**config.mk**
```make
export PLATFORM = sky130hd
export DESIGN_NAME = rv32i_decode
export DESIGN_NICKNAME = d
export VERILOG_FILES = /design/src/verilog/rv32i_decode_pkg.sv /design/src/verilog/imm_cand_if.sv /design/src/verilog/dcd_class_if.sv /design/src/verilog/rv32i_decode.sv /design/src/verilog/decode_register.sv /design/src/verilog/imm_extractor.sv /design/src/verilog/instr_classifier.sv
export SDC_FILE = /design/constraint.sdc
export NUM_CORES = 1
export LEC_CHECK = 0
export BUFFER_PORTS_ARGS = -buffer_cell sky130_fd_sc_hd__buf_2
export CORE_ASPECT_RATIO = 0.6
export CORE_MARGIN = 1
export CORE_UTILIZATION = 42
export DETAILED_ROUTE_END_ITERATION = 16
export PLACE_DENSITY = 0.76
export REMOVE_ABC_BUFFERS = 1
export SETUP_SLACK_MARGIN = 0.5
export SLEW_MARGIN = 30
export SYNTH_ARGS = -nofsm -noshare
export SYNTH_HDL_FRONTEND = slang
export SYNTH_SLANG_ARGS = --single-unit
```
**constraint.sdc**
```tcl
create_clock -name i_clk -period 2.66 [get_ports i_clk]
set_input_delay 0.532 -clock i_clk [delete_from_list [all_inputs] [get_ports i_clk]]
set_output_delay 0.532 -clock i_clk [all_outputs]
set_load 0.02 [all_outputs]
```
**src/verilog/rv32i_decode_pkg.sv**
```systemverilog
`default_nettype none

package rv32i_decode_pkg;

    localparam int XLEN = 32;

    typedef logic [XLEN-1:0] word_t;
    typedef logic [4:0]      reg_addr_t;
    typedef logic [6:0]      opcode_t;

    localparam opcode_t OPC_LOAD   = 7'b000_0011;
    localparam opcode_t OPC_STORE  = 7'b010_0011;
    localparam opcode_t OPC_BRANCH = 7'b110_0011;
    localparam opcode_t OPC_OP     = 7'b011_0011;
    localparam opcode_t OPC_OP_IMM = 7'b001_0011;
    localparam opcode_t OPC_SYSTEM = 7'b111_0011;
    localparam opcode_t OPC_LUI    = 7'b011_0111;
    localparam opcode_t OPC_AUIPC  = 7'b001_0111;
    localparam opcode_t OPC_JAL    = 7'b110_1111;
    localparam opcode_t OPC_JALR   = 7'b110_0111;

    localparam logic [6:0] F7_BASE = 7'b000_0000;
    localparam logic [6:0] F7_ALT  = 7'b010_0000;    // SUB, SRA, SRAI

    // JAL, JALR, LUI and AUIPC have no class of their own
    typedef enum logic [2:0] {
        TYPE_NONE = 3'd0,
        TYPE_R    = 3'd1,
        TYPE_I    = 3'd2,
        TYPE_L    = 3'd3,
        TYPE_S    = 3'd4,
        TYPE_B    = 3'd5,
        TYPE_E    = 3'd6
    } instr_type_e;

    typedef enum logic [5:0] {
        OP_NONE,
        OP_LUI, OP_AUIPC,
        OP_JAL, OP_JALR,
        OP_BEQ, OP_BNE, OP_BLT, OP_BGE, OP_BLTU, OP_BGEU,
        OP_LB, OP_LH, OP_LW, OP_LBU, OP_LHU,
        OP_SB, OP_SH, OP_SW,
        OP_ADDI, OP_SLTI, OP_SLTIU, OP_XORI, OP_ORI, OP_ANDI,
        OP_SLLI, OP_SRLI, OP_SRAI,
        OP_ADD, OP_SUB, OP_SLT, OP_SLTU, OP_XOR, OP_OR, OP_AND,
        OP_SLL, OP_SRL, OP_SRA,
        OP_ECALL, OP_EBREAK
    } instr_e;

    typedef enum logic [2:0] {
        IMM_ZERO  = 3'd0,
        IMM_I     = 3'd1,
        IMM_S     = 3'd2,
        IMM_B     = 3'd3,
        IMM_SHAMT = 3'd4,
        IMM_J     = 3'd5,
        IMM_U     = 3'd6
    } imm_fmt_e;

endpackage : rv32i_decode_pkg

`default_nettype wire
```
**src/verilog/imm_cand_if.sv**
```systemverilog
`timescale 1ns/1ns
`default_nettype none

interface imm_cand_if;
    import rv32i_decode_pkg::*;

    word_t imm_i;
    word_t imm_s;
    word_t imm_b;
    word_t imm_shamt;    // Zero extended
    word_t imm_j;
    word_t imm_u;

    modport producer (output imm_i, imm_s, imm_b, imm_shamt, imm_j, imm_u);
    modport consumer (input  imm_i, imm_s, imm_b, imm_shamt, imm_j, imm_u);

endinterface : imm_cand_if

`default_nettype wire

```
**src/verilog/dcd_class_if.sv**
```systemverilog
`timescale 1ns/1ns
`default_nettype none

interface dcd_class_if;
    import rv32i_decode_pkg::*;

    instr_e      instr_op;
    instr_type_e instr_type;
    imm_fmt_e    imm_fmt;
    logic        use_rs1, use_rs2;
    logic        op_a_use_pc, op_b_use_imm;
    logic        prd_en;                          // Branch predictor update
    logic        load_en, store_en;
    logic        lsu_byte, lsu_halfword, lsu_signed;
    logic        wren;
    logic        ecall, ebreak;

    modport producer (
        output instr_op, instr_type, imm_fmt, use_rs1, use_rs2, op_a_use_pc, op_b_use_imm,
               prd_en, load_en, store_en, lsu_byte, lsu_halfword, lsu_signed, wren,
               ecall, ebreak
    );
    modport consumer (
        input  instr_op, instr_type, imm_fmt, use_rs1, use_rs2, op_a_use_pc, op_b_use_imm,
               prd_en, load_en, store_en, lsu_byte, lsu_halfword, lsu_signed, wren,
               ecall, ebreak
    );

endinterface : dcd_class_if

`default_nettype wire

```
**src/verilog/rv32i_decode.sv**
```systemverilog
`timescale 1ns/1ns
`default_nettype none

module rv32i_decode (
    input  logic                           i_clk,
    input  logic                           i_rst,
    input  logic                           i_valid,
    input  logic                           i_stall,
    input  logic                           i_prd_taken,    // Fetch predicted taken
    input  rv32i_decode_pkg::word_t        i_pc,
    input  rv32i_decode_pkg::word_t        i_instr,
    output logic                           o_valid,
    output rv32i_decode_pkg::instr_e       o_instr_op,
    output rv32i_decode_pkg::instr_type_e  o_instr_type,
    output rv32i_decode_pkg::reg_addr_t    o_rs1_addr,
    output rv32i_decode_pkg::reg_addr_t    o_rs2_addr,
    output rv32i_decode_pkg::reg_addr_t    o_rd_addr,
    output rv32i_decode_pkg::word_t        o_imm,
    output rv32i_decode_pkg::word_t        o_pc,
    output logic                           o_use_rs1,
    output logic                           o_use_rs2,
    output logic                           o_op_a_use_pc,
    output logic                           o_op_b_use_imm,
    output logic                           o_prd_en,
    output logic                           o_predicted,
    output logic                           o_load_en,
    output logic                           o_store_en,
    output logic                           o_lsu_byte,
    output logic                           o_lsu_halfword,
    output logic                           o_lsu_signed,
    output logic                           o_wren,
    output logic                           o_ecall,
    output logic                           o_ebreak
);

    dcd_class_if class_bus ();
    imm_cand_if  imm_bus ();

    // Classification and immediate building run in parallel
    instr_classifier u_classifier (
        .i_instr (i_instr),
        .o_class (class_bus.producer)
    );

    imm_extractor u_imm_extractor (
        .i_instr (i_instr),
        .o_imm   (imm_bus.producer)
    );

    decode_register u_decode_register (
        .i_clk          (i_clk),
        .i_rst          (i_rst),
        .i_valid        (i_valid),
        .i_stall        (i_stall),
        .i_prd_taken    (i_prd_taken),
        .i_pc           (i_pc),
        .i_instr        (i_instr),
        .i_class        (class_bus.consumer),
        .i_imm          (imm_bus.consumer),
        .o_valid        (o_valid),
        .o_instr_op     (o_instr_op),
        .o_instr_type   (o_instr_type),
        .o_rs1_addr     (o_rs1_addr),
        .o_rs2_addr     (o_rs2_addr),
        .o_rd_addr      (o_rd_addr),
        .o_imm          (o_imm),
        .o_pc           (o_pc),
        .o_use_rs1      (o_use_rs1),
        .o_use_rs2      (o_use_rs2),
        .o_op_a_use_pc  (o_op_a_use_pc),
        .o_op_b_use_imm (o_op_b_use_imm),
        .o_prd_en       (o_prd_en),
        .o_predicted    (o_predicted),
        .o_load_en      (o_load_en),
        .o_store_en     (o_store_en),
        .o_lsu_byte     (o_lsu_byte),
        .o_lsu_halfword (o_lsu_halfword),
        .o_lsu_signed   (o_lsu_signed),
        .o_wren         (o_wren),
        .o_ecall        (o_ecall),
        .o_ebreak       (o_ebreak)
    );

endmodule : rv32i_decode

`default_nettype wire

```
**src/verilog/decode_register.sv**
```systemverilog
`timescale 1ns/1ns
`default_nettype none

module decode_register (
    input  logic                           i_clk,
    input  logic                           i_rst,
    input  logic                           i_valid,
    input  logic                           i_stall,
    input  logic                           i_prd_taken,
    input  rv32i_decode_pkg::word_t        i_pc,
    input  rv32i_decode_pkg::word_t        i_instr,
    dcd_class_if.consumer                  i_class,
    imm_cand_if.consumer                   i_imm,
    output logic                           o_valid,
    output rv32i_decode_pkg::instr_e       o_instr_op,
    output rv32i_decode_pkg::instr_type_e  o_instr_type,
    output rv32i_decode_pkg::reg_addr_t    o_rs1_addr,
    output rv32i_decode_pkg::reg_addr_t    o_rs2_addr,
    output rv32i_decode_pkg::reg_addr_t    o_rd_addr,
    output rv32i_decode_pkg::word_t        o_imm,
    output rv32i_decode_pkg::word_t        o_pc,
    output logic                           o_use_rs1,
    output logic                           o_use_rs2,
    output logic                           o_op_a_use_pc,
    output logic                           o_op_b_use_imm,
    output logic                           o_prd_en,
    output logic                           o_predicted,
    output logic                           o_load_en,
    output logic                           o_store_en,
    output logic                           o_lsu_byte,
    output logic                           o_lsu_halfword,
    output logic                           o_lsu_signed,
    output logic                           o_wren,
    output logic                           o_ecall,
    output logic                           o_ebreak
);
    import rv32i_decode_pkg::*;

    logic  accept;
    word_t imm_sel;

    assign accept = i_valid & ~i_stall;    // Stall turns the slot into a bubble

    always_comb begin
        case (i_class.imm_fmt)
            IMM_I:     imm_sel = i_imm.imm_i;
            IMM_S:     imm_sel = i_imm.imm_s;
            IMM_B:     imm_sel = i_imm.imm_b;
            IMM_SHAMT: imm_sel = i_imm.imm_shamt;
            IMM_J:     imm_sel = i_imm.imm_j;
            IMM_U:     imm_sel = i_imm.imm_u;
            default:   imm_sel = '0;      // R type and unknown
        endcase
    end

    always_ff @(posedge i_clk) begin
        if (i_rst) begin
            o_valid        <= 1'b0;
            o_instr_op     <= OP_NONE;
            o_instr_type   <= TYPE_NONE;
            o_use_rs1      <= 1'b0;
            o_use_rs2      <= 1'b0;
            o_op_a_use_pc  <= 1'b0;
            o_op_b_use_imm <= 1'b0;
            o_prd_en       <= 1'b0;
            o_predicted    <= 1'b0;
            o_load_en      <= 1'b0;
            o_store_en     <= 1'b0;
            o_lsu_byte     <= 1'b0;
            o_lsu_halfword <= 1'b0;
            o_lsu_signed   <= 1'b0;
            o_wren         <= 1'b0;
            o_ecall        <= 1'b0;
            o_ebreak       <= 1'b0;
        end else begin
            o_valid        <= accept;
            o_instr_op     <= i_class.instr_op;
            o_instr_type   <= i_class.instr_type;
            o_use_rs1      <= accept & i_class.use_rs1;
            o_use_rs2      <= accept & i_class.use_rs2;
            o_op_a_use_pc  <= accept & i_class.op_a_use_pc;
            o_op_b_use_imm <= accept & i_class.op_b_use_imm;
            o_prd_en       <= accept & i_class.prd_en;
            o_predicted    <= accept & i_prd_taken;
            o_load_en      <= accept & i_class.load_en;
            o_store_en     <= accept & i_class.store_en;
            o_lsu_byte     <= accept & i_class.lsu_byte;
            o_lsu_halfword <= accept & i_class.lsu_halfword;
            o_lsu_signed   <= accept & i_class.lsu_signed;
            o_wren         <= accept & i_class.wren;
            o_ecall        <= accept & i_class.ecall;
            o_ebreak       <= accept & i_class.ebreak;
        end
    end

    // Payload is meaningful only with o_valid
    always_ff @(posedge i_clk) begin
        o_rs1_addr <= i_instr[19:15];
        o_rs2_addr <= i_instr[24:20];
        o_rd_addr  <= i_instr[11:7];
        o_imm      <= imm_sel;
        o_pc       <= i_pc;
    end

endmodule : decode_register

`default_nettype wire

```
**src/verilog/imm_extractor.sv**
```systemverilog
`timescale 1ns/1ns
`default_nettype none

module imm_extractor (
    input  rv32i_decode_pkg::word_t i_instr,
    imm_cand_if.producer            o_imm
);
    import rv32i_decode_pkg::*;

    logic sign;

    assign sign = i_instr[31];

    // Loads, ALU immediates and JALR
    assign o_imm.imm_i = {{20{sign}}, i_instr[31:20]};

    assign o_imm.imm_s = {{20{sign}}, i_instr[31:25], i_instr[11:7]};

    // Branch offset is always even
    assign o_imm.imm_b = {{19{sign}}, sign, i_instr[7], i_instr[30:25],
                          i_instr[11:8], 1'b0};

    assign o_imm.imm_shamt = {{(XLEN-5){1'b0}}, i_instr[24:20]};

    assign o_imm.imm_j = {{11{sign}}, sign, i_instr[19:12], i_instr[20],
                          i_instr[30:21], 1'b0};

    // LUI and AUIPC
    assign o_imm.imm_u = {i_instr[31:12], 12'h000};

endmodule : imm_extractor

`default_nettype wire

```
**src/verilog/instr_classifier.sv**
```systemverilog
`timescale 1ns/1ns
`default_nettype none

module instr_classifier (
    input  rv32i_decode_pkg::word_t i_instr,
    dcd_class_if.producer           o_class
);
    import rv32i_decode_pkg::*;

    opcode_t     opcode;
    logic [2:0]  funct3;
    logic [6:0]  funct7;
    instr_e      instr_op;
    instr_type_e instr_type;
    imm_fmt_e    imm_fmt;
    logic        known;
    logic        is_lui, is_auipc, is_jal, is_jalr;

    assign opcode = i_instr[6:0];
    assign funct3 = i_instr[14:12];
    assign funct7 = i_instr[31:25];

    // Class and format follow the opcode and are cleared again if no operation matched
    always_comb begin
        instr_op   = OP_NONE;
        instr_type = TYPE_NONE;
        imm_fmt    = IMM_ZERO;
        case (opcode)
            OPC_LUI: begin
                instr_op = OP_LUI;
                imm_fmt  = IMM_U;
            end
            OPC_AUIPC: begin
                instr_op = OP_AUIPC;
                imm_fmt  = IMM_U;
            end
            OPC_JAL: begin
                instr_op = OP_JAL;
                imm_fmt  = IMM_J;
            end
            OPC_JALR: begin
                instr_op = OP_JALR;
                imm_fmt  = IMM_I;
            end
            OPC_BRANCH: begin
                instr_type = TYPE_B;
                imm_fmt    = IMM_B;
                case (funct3)
                    3'b000:  instr_op = OP_BEQ;
                    3'b001:  instr_op = OP_BNE;
                    3'b100:  instr_op = OP_BLT;
                    3'b101:  instr_op = OP_BGE;
                    3'b110:  instr_op = OP_BLTU;
                    3'b111:  instr_op = OP_BGEU;
                    default: instr_op = OP_NONE;
                endcase
            end
            OPC_LOAD: begin
                instr_type = TYPE_L;
                imm_fmt    = IMM_I;
                case (funct3)
                    3'b000:  instr_op = OP_LB;
                    3'b001:  instr_op = OP_LH;
                    3'b010:  instr_op = OP_LW;
                    3'b100:  instr_op = OP_LBU;
                    3'b101:  instr_op = OP_LHU;
                    default: instr_op = OP_NONE;
                endcase
            end
            OPC_STORE: begin
                instr_type = TYPE_S;
                imm_fmt    = IMM_S;
                case (funct3)
                    3'b000:  instr_op = OP_SB;
                    3'b001:  instr_op = OP_SH;
                    3'b010:  instr_op = OP_SW;
                    default: instr_op = OP_NONE;
                endcase
            end
            OPC_OP_IMM: begin
                instr_type = TYPE_I;
                imm_fmt    = IMM_I;
                case (funct3)
                    3'b000: instr_op = OP_ADDI;
                    3'b010: instr_op = OP_SLTI;
                    3'b011: instr_op = OP_SLTIU;
                    3'b100: instr_op = OP_XORI;
                    3'b110: instr_op = OP_ORI;
                    3'b111: instr_op = OP_ANDI;
                    3'b001: begin
                        imm_fmt = IMM_SHAMT;
                        if (funct7 == F7_BASE) instr_op = OP_SLLI;
                    end
                    default: begin                   // Right shifts with funct3 101
                        imm_fmt = IMM_SHAMT;
                        if (funct7 == F7_BASE)     instr_op = OP_SRLI;
                        else if (funct7 == F7_ALT) instr_op = OP_SRAI;
                    end
                endcase
            end
            OPC_OP: begin
                instr_type = TYPE_R;
                if (funct7 == F7_BASE) begin
                    case (funct3)
                        3'b000: instr_op = OP_ADD;
                        3'b001: instr_op = OP_SLL;
                        3'b010: instr_op = OP_SLT;
                        3'b011: instr_op = OP_SLTU;
                        3'b100: instr_op = OP_XOR;
                        3'b101: instr_op = OP_SRL;
                        3'b110: instr_op = OP_OR;
                        default: instr_op = OP_AND;
                    endcase
                end else if (funct7 == F7_ALT) begin
                    if (funct3 == 3'b000)      instr_op = OP_SUB;
                    else if (funct3 == 3'b101) instr_op = OP_SRA;
                end
            end
            OPC_SYSTEM: begin
                instr_type = TYPE_E;
                if (funct7 == F7_BASE && i_instr[19:7] == 13'd0) begin
                    if (i_instr[24:20] == 5'd0)      instr_op = OP_ECALL;
                    else if (i_instr[24:20] == 5'd1) instr_op = OP_EBREAK;
                end
            end
            default: ;
        endcase
        if (instr_op == OP_NONE) begin               // Unknown encoding
            instr_type = TYPE_NONE;
            imm_fmt    = IMM_ZERO;
        end
    end

    assign known    = (instr_op != OP_NONE);
    assign is_lui   = (instr_op == OP_LUI);
    assign is_auipc = (instr_op == OP_AUIPC);
    assign is_jal   = (instr_op == OP_JAL);
    assign is_jalr  = (instr_op == OP_JALR);

    assign o_class.instr_op     = instr_op;
    assign o_class.instr_type   = instr_type;
    assign o_class.imm_fmt      = imm_fmt;
    assign o_class.use_rs1      = known & ~(is_lui | is_auipc | is_jal | (instr_type == TYPE_E));
    assign o_class.use_rs2      = (instr_type == TYPE_B) | (instr_type == TYPE_S)
                                | (instr_type == TYPE_R);
    assign o_class.op_a_use_pc  = is_auipc | is_jal | (instr_type == TYPE_B);
    assign o_class.op_b_use_imm = is_auipc | is_jal | is_jalr | is_lui
                                | (instr_type inside {TYPE_L, TYPE_I, TYPE_S, TYPE_B});
    assign o_class.prd_en       = (instr_type == TYPE_B) | is_jal | is_jalr;
    assign o_class.wren         = is_auipc | is_jal | is_jalr | is_lui
                                | (instr_type inside {TYPE_L, TYPE_I, TYPE_R});
    assign o_class.load_en      = (instr_type == TYPE_L);
    assign o_class.store_en     = (instr_type == TYPE_S);
    assign o_class.lsu_byte     = instr_op inside {OP_LB, OP_LBU, OP_SB};
    assign o_class.lsu_halfword = instr_op inside {OP_LH, OP_LHU, OP_SH};
    assign o_class.lsu_signed   = instr_op inside {OP_LB, OP_LH};    // LW needs no extension
    assign o_class.ecall        = (instr_op == OP_ECALL);
    assign o_class.ebreak       = (instr_op == OP_EBREAK);

endmodule : instr_classifier

`default_nettype wire

```
---- Word-level counts from Yosys, hierarchy flattened ----
Cells that the tools add are included.
storage, ports and cells
  register bits after elaboration ......... 103
  bits in latches ......................... 0
  bits in writable memories ............... 0
  ROM bits ................................ 0
  input bits .............................. 69
  output and inout bits ................... 103
  word-level logic and storage cells ...... 133
  memories ................................ 0
operators by class
  add/sub/neg operators ................... 0
  multiply operators ...................... 0
  div/mod/pow operators ................... 0
  order comparisons ....................... 0
  equality and inequality tests ........... 43
  shifts and indexed selects .............. 0
  multiplexer cells ....................... 22
  bitwise logic cells ..................... 31
  reductions and logical operators ........ 15
operator list
  kind                count
  $pmux 32 s6         1
  $pmux 6 s7          2
  $pmux 6 s10         1
  $mux 6              8
  $pmux 3 s6          2
  $eq 3x3->1 const B  10
  $eq 7x6->1 const B  4
  $eq 7x7->1 const B  4
  $eq 6x4->1 const B  4
  $pmux 4 s6          1
  $pmux 4 s5          1
  $eq 3x2->1 const B  6
  $and 1x1->1         16
  $pmux 5 s3          1
  $eq 7x5->1 const B  2
  $logic_not 13->1    1
  $or 1x1->1          13
  $eq 6x2->1 const B  2
  $eq 6x5->1 const B  2
  $eq 6x6->1 const B  2
  $mux 5              2
  $eq 3x1->1 const B  3
  $mux 3              3
  $reduce_bool 3->1   3
  other kinds (15)    17

---- Longest topological paths before layout ----
  depth in word-level cells ............... 13
  mapped depth ............................ 11
  gate-level depth less buffers ........... 7

---- Modules after synthesis ----
A second synthesis with hierarchy kept.
unflattened totals
  cell total of the unflattened synthesis .. 711
  area total of the unflattened synthesis .. 6458.7 um^2
modules (own cells, without submodules)
  module            instances  cells each  area each (um^2)  seq. area each (um^2)
  decode_register   1          340         3828.7            2062.0
  imm_extractor     1          193         1445.1            0.0
  instr_classifier  1          178         1184.9            0.0

---- Worst setup path after synthesis ----
OpenSTA, ideal clock, no wires.
  path type ............................... input port to flip-flop
  from .................................... input i_instr[5]
  to ...................................... register u_decode_register.o_imm[20]
  setup time .............................. 114 ps
  data arrival time ....................... 2485 ps
  data required time ...................... 2546 ps
  slack ................................... 61 ps
  stages on the path ...................... 11
  cell sequence ........................... buf_2 -> buf_1 -> xnor2_1 -> o22ai_1 -> a211oi_1 -> nand4_2 -> nor4_2 -> buf_6 -> o31ai_4 -> buf_6 -> a21o_1
between the ends
  word-level cells in the longest chain between the ends .. 6
  elaborated cells between the ends (all ways) .. 23
  classes of those cells .................. eq/ne (16); mux (4); reduce/logical (3)
RTL lines
  element                                                line                                             RTL
  start, declared                                        rv32i_decode.sv:11                               input rv32i_decode_pkg::word_t i_instr,
  $eq 7x7->1 (tied with other cells)                     instr_classifier.sv:28                           case (opcode)
  $pmux 6 s10 / $reduce_or 2->1 (equally long branches)  --
  $logic_not 6->1 / $pmux 3 s6 (equally long branches)   instr_classifier.sv:128, instr_classifier.sv:28
  $mux 3 (*)                                             instr_classifier.sv:128                          if (instr_op == OP_NONE) begin
  $eq 3x3->1 (tied with other cells)                     decode_register.sv:45                            case (i_class.imm_fmt)
  $pmux 32 s6 (*)                                        decode_register.sv:45
  via u_decode_register.imm_sel[20]                      decode_register.sv:40                            word_t imm_sel;
  end signal, assigned                                   decode_register.sv:101                           o_imm <= imm_sel;
  end, declared                                          decode_register.sv:20                            output rv32i_decode_pkg::word_t o_imm,
Mark *: on every way through the listed nets, which the timed path passes. The rest lies on a longest branch.
A chain may end at the register's enable or synchronous reset.

---- Worst setup path in the final report ----
  from .................................... input i_instr[27]
  to ...................................... register u_decode_register.o_imm[2]
between the ends
  word-level cells in the longest chain between the ends .. 9
  elaborated cells between the ends (all ways) .. 20
  classes of those cells .................. eq/ne (7); mux (10); reduce/logical (3)
RTL lines
  element                             line                                             RTL
  $eq 7x6->1                          instr_classifier.sv:97, instr_classifier.sv:114
  $mux 5                              instr_classifier.sv:97                           else if (funct7 == F7_ALT) instr_op = OP_SRAI;
  $mux 6                              instr_classifier.sv:96                           if (funct7 == F7_BASE) instr_op = OP_SRLI;
  $pmux 6 s7                          instr_classifier.sv:83                           case (funct3)
  $pmux 6 s10 (*)                     instr_classifier.sv:28
  $logic_not 6->1 (*)                 instr_classifier.sv:128
  $mux 3 (*)                          instr_classifier.sv:128
  $eq 3x3->1 (tied with other cells)  decode_register.sv:45
  $pmux 32 s6 (*)                     decode_register.sv:45
  via u_decode_register.imm_sel[2]    decode_register.sv:40
Marks and branches as above.

==> flow_summary.ini <==
[critical_path]
setup.worst_path.class = input port to flip-flop
end_kind = flip-flop
start_kind = input port
cp.arrival_ns = 2.67
cp.required_ns = 2.94
cp-startpoint = i_instr[27]
crit_fanout = 5
crit_path_end = u_decode_register.o_imm[2]

[placement]
dp_hpwl_um = 9374
place_congestion = 0.8823
dpl_cell_area_um2 = 5214
portBuffers = 171

[cts]
path_clk_slew_ns = 0.07
cts_tree = built
clk_path_buf_depth = 2
cts_sinks = 103
h-tree-depth = 3
cts_root_buf = clkbuf_16
cts_buffers = 9

[yosys]
synth_edf_count = 0
synth_top_cells_by_count = dfxtp_1, nor2_1, a21oi_1, nand2_1, a21o_1
syn_area_um2 = 3759
synthArstFlopShare_pct = 0
avgSynthCellArea_um2 = 10.47
synth_area_leaders = dfxtp_1, nor2_1, a21o_1
synth_top_cell_by_area = dfxtp_1
ys.flop_type = dfxtp_1
synth.most_common_cell = dfxtp_1
yosysTopAreaCellShare_pct = 54.86
seq_area_frac_synth_pct = 54.86
syn_inst = 359
synth-seq-cells = 103
yosysWarnings = 0
ys_types = 67

[drt]
drc = 0
vias = 3806
dr.first_iter.drc_count = 342
wl_per_cell_um = 17.44
ant_nets = 0
drt-total-wl_um = 12490
firstDrtPassIters = 4
vias_per_cell = 5.316

[global_routing]
gr-usage-met3_pct = 7.197
grt-ovfl-total = 0
grt_max_degree = 19
grt_pass1_vias = 3506
busiest_layer = met2
groute.layer.met1.usage_pct = 36.27
grt_util_met2_pct = 40.45
antenna_found_initial = 0
grt_pass1_wl_um = 18100
track_usage_pct = 26.14

[cells_and_area]
layout.nets = 669
final_area_um2 = 5809
antennaDiodeCount = 0
area.growth.synth_to_final_pct = 54.56
drive_gt1_share_pct = 53.31

[power_and_ir_drop]
powerDensity_nw_per_um2 = 564.0
ir_worst_vdd_mv = 0.3956
p_leak_nw = 2.876

[sta]
setup_viol = 0
period_needed_ns = 2.391
finalCritPeriodShare_pct = 89.90
rsz0062_at_grt = true
setup-tns-final_ns = 0
worst_pin_slew_ns = 0.6025
final-max-slew-violation-count = 0
slew_headroom_pct = 59.41
max_freq_ghz = 0.4182
hold_violations = 0

[floorplanning]
num_rows = 26
die_h_um = 75.28
coreArea_um2 = 8588
boundaryPins = 172
start_util_pct = 43.76
dieWidth_um = 124.1
die_area_um2 = 9344

[job]
max_cap_violations = 0

[outcome]
status = completed

[min_path]
hp-class = input port to flip-flop
## sequential cells by signal (all words and copies together) (netlist names), 3 cells and up
| name | flops |
|---|---|
| u_decode_register.o_imm | 32 |
| u_decode_register.o_pc | 32 |
| u_decode_register.o_instr_op | 6 |
| u_decode_register.o_rd_addr | 5 |
| u_decode_register.o_rs1_addr | 5 |
| u_decode_register.o_rs2_addr | 5 |
| u_decode_register.o_instr_type | 3 |
## power breakdown
part           switching [mW]  total (mW)  internal [mW]
sequential            0.00978        1.59           1.58
combinational           0.245       0.424          0.179
clock                   0.610        1.26          0.648
## worst max-delay path, cell delays in order
cell and delay, ns:
buf_6 0.09, or4_4 0.61, nor4_4 0.33, o21ai_1 0.18
nand4_2 0.16, nor4_4 0.07, buf_6 0.15, buf_6 0.12
o31ai_4 0.23, a22o_1 0.19
## cells by family (layout without fill, tap and decap cells)
| family | Yosys count | after routing | synth area share [%] |
|---|---|---|---|
| muxes | 2 | 2 | 0.5992 |
| and+or+nand+nor | 136 | 136 | 22.64 |
| AOI/OAI and AO/OA | 84 | 84 | 16.64 |
| buffers and inverters | 29 | 274 | 4.094 |
| DFF | 103 | 103 | 54.86 |
| xor gates and xnor gates | 5 | 5 | 1.165 |
## stage by stage
stage	hold slack [ns]	std cells	util [%]	setup WS [ns]	total power, mW
final	0.2841	716	67.64	0.2686	3.276
after global routing	0.2766	716	67.64	0.1974	3.375
after CTS	0.2792	716	65.81	0.2484	3.260
after detailed placement	0.6356	697	60.71	-0.3173	2.007
after global placement	0.6343	697	60.71	-0.09998	2.000
after floorplan	0.5597	338	-	-0.02925	1.769
## layout make-up
class | instances | area [µm²]
inverters | 8 | 30.03
multi-input cells | 227 | 1774
clock buffers | 9 | 225.2
flip-flops and latches | 103 | 2062
fillers | 705 | 2779
clock inverters | 6 | 56.30
repair buffers | 251 | 1521
well taps | 112 | 140.1
## repair_timing
item                                    in CTS  in global routing
endpoints found under the setup margin      46                 47
pin swaps                                    7                 13
hold buffers                                 0                  0
setup buffers                                3                  0
resized for setup                           33                 36
cloned                                       1                  0
## routing by layer
metal | part of all wire (%) | vias up
li1 | - | 1779
met1 | 44 | 1846
met2 | 46 | 169
met3 | 8.9 | 12
met4 | 1.0 | 0
met5 | 0 | -
## cell usage in the layout, fill, tap and decap left out, types with 4 or more instances in the layout
cell / n
clkbuf_16: 9
o21ai_1: 5
and3_1: 9
nand2b_1: 4
a21oi_1: 14
nor3_1: 8
a211oi_2: 5
dfxtp_1: 103
buf_2: 165
a21o_1: 13
buf_4: 75
nand3_1: 6
nor2b_1: 11
nand2_2: 7
buf_6: 8
nand2_1: 8
o21ai_0: 8
a22o_1: 4
nor2_1: 30
nor4_1: 8
inv_1: 8
## worst min-delay path by stage
stage / startpoint / endpoint / slack, ns / cells after the start
2_1_floorplan: i_pc[0] / u_decode_register.o_pc[0] / 0.56 / 0
3_3_place_gp: i_pc[1] / u_decode_register.o_pc[1] / 0.63 / 1
3_5_place_dp: i_pc[31] / u_decode_register.o_pc[31] / 0.64 / 1
4_1_cts: i_pc[8] / u_decode_register.o_pc[8] / 0.28 / 1
5_1_grt: i_pc[8] / u_decode_register.o_pc[8] / 0.28 / 1
6_report: i_pc[19] / u_decode_register.o_pc[19] / 0.28 / 1
Power figures use the tool's default switching activity.
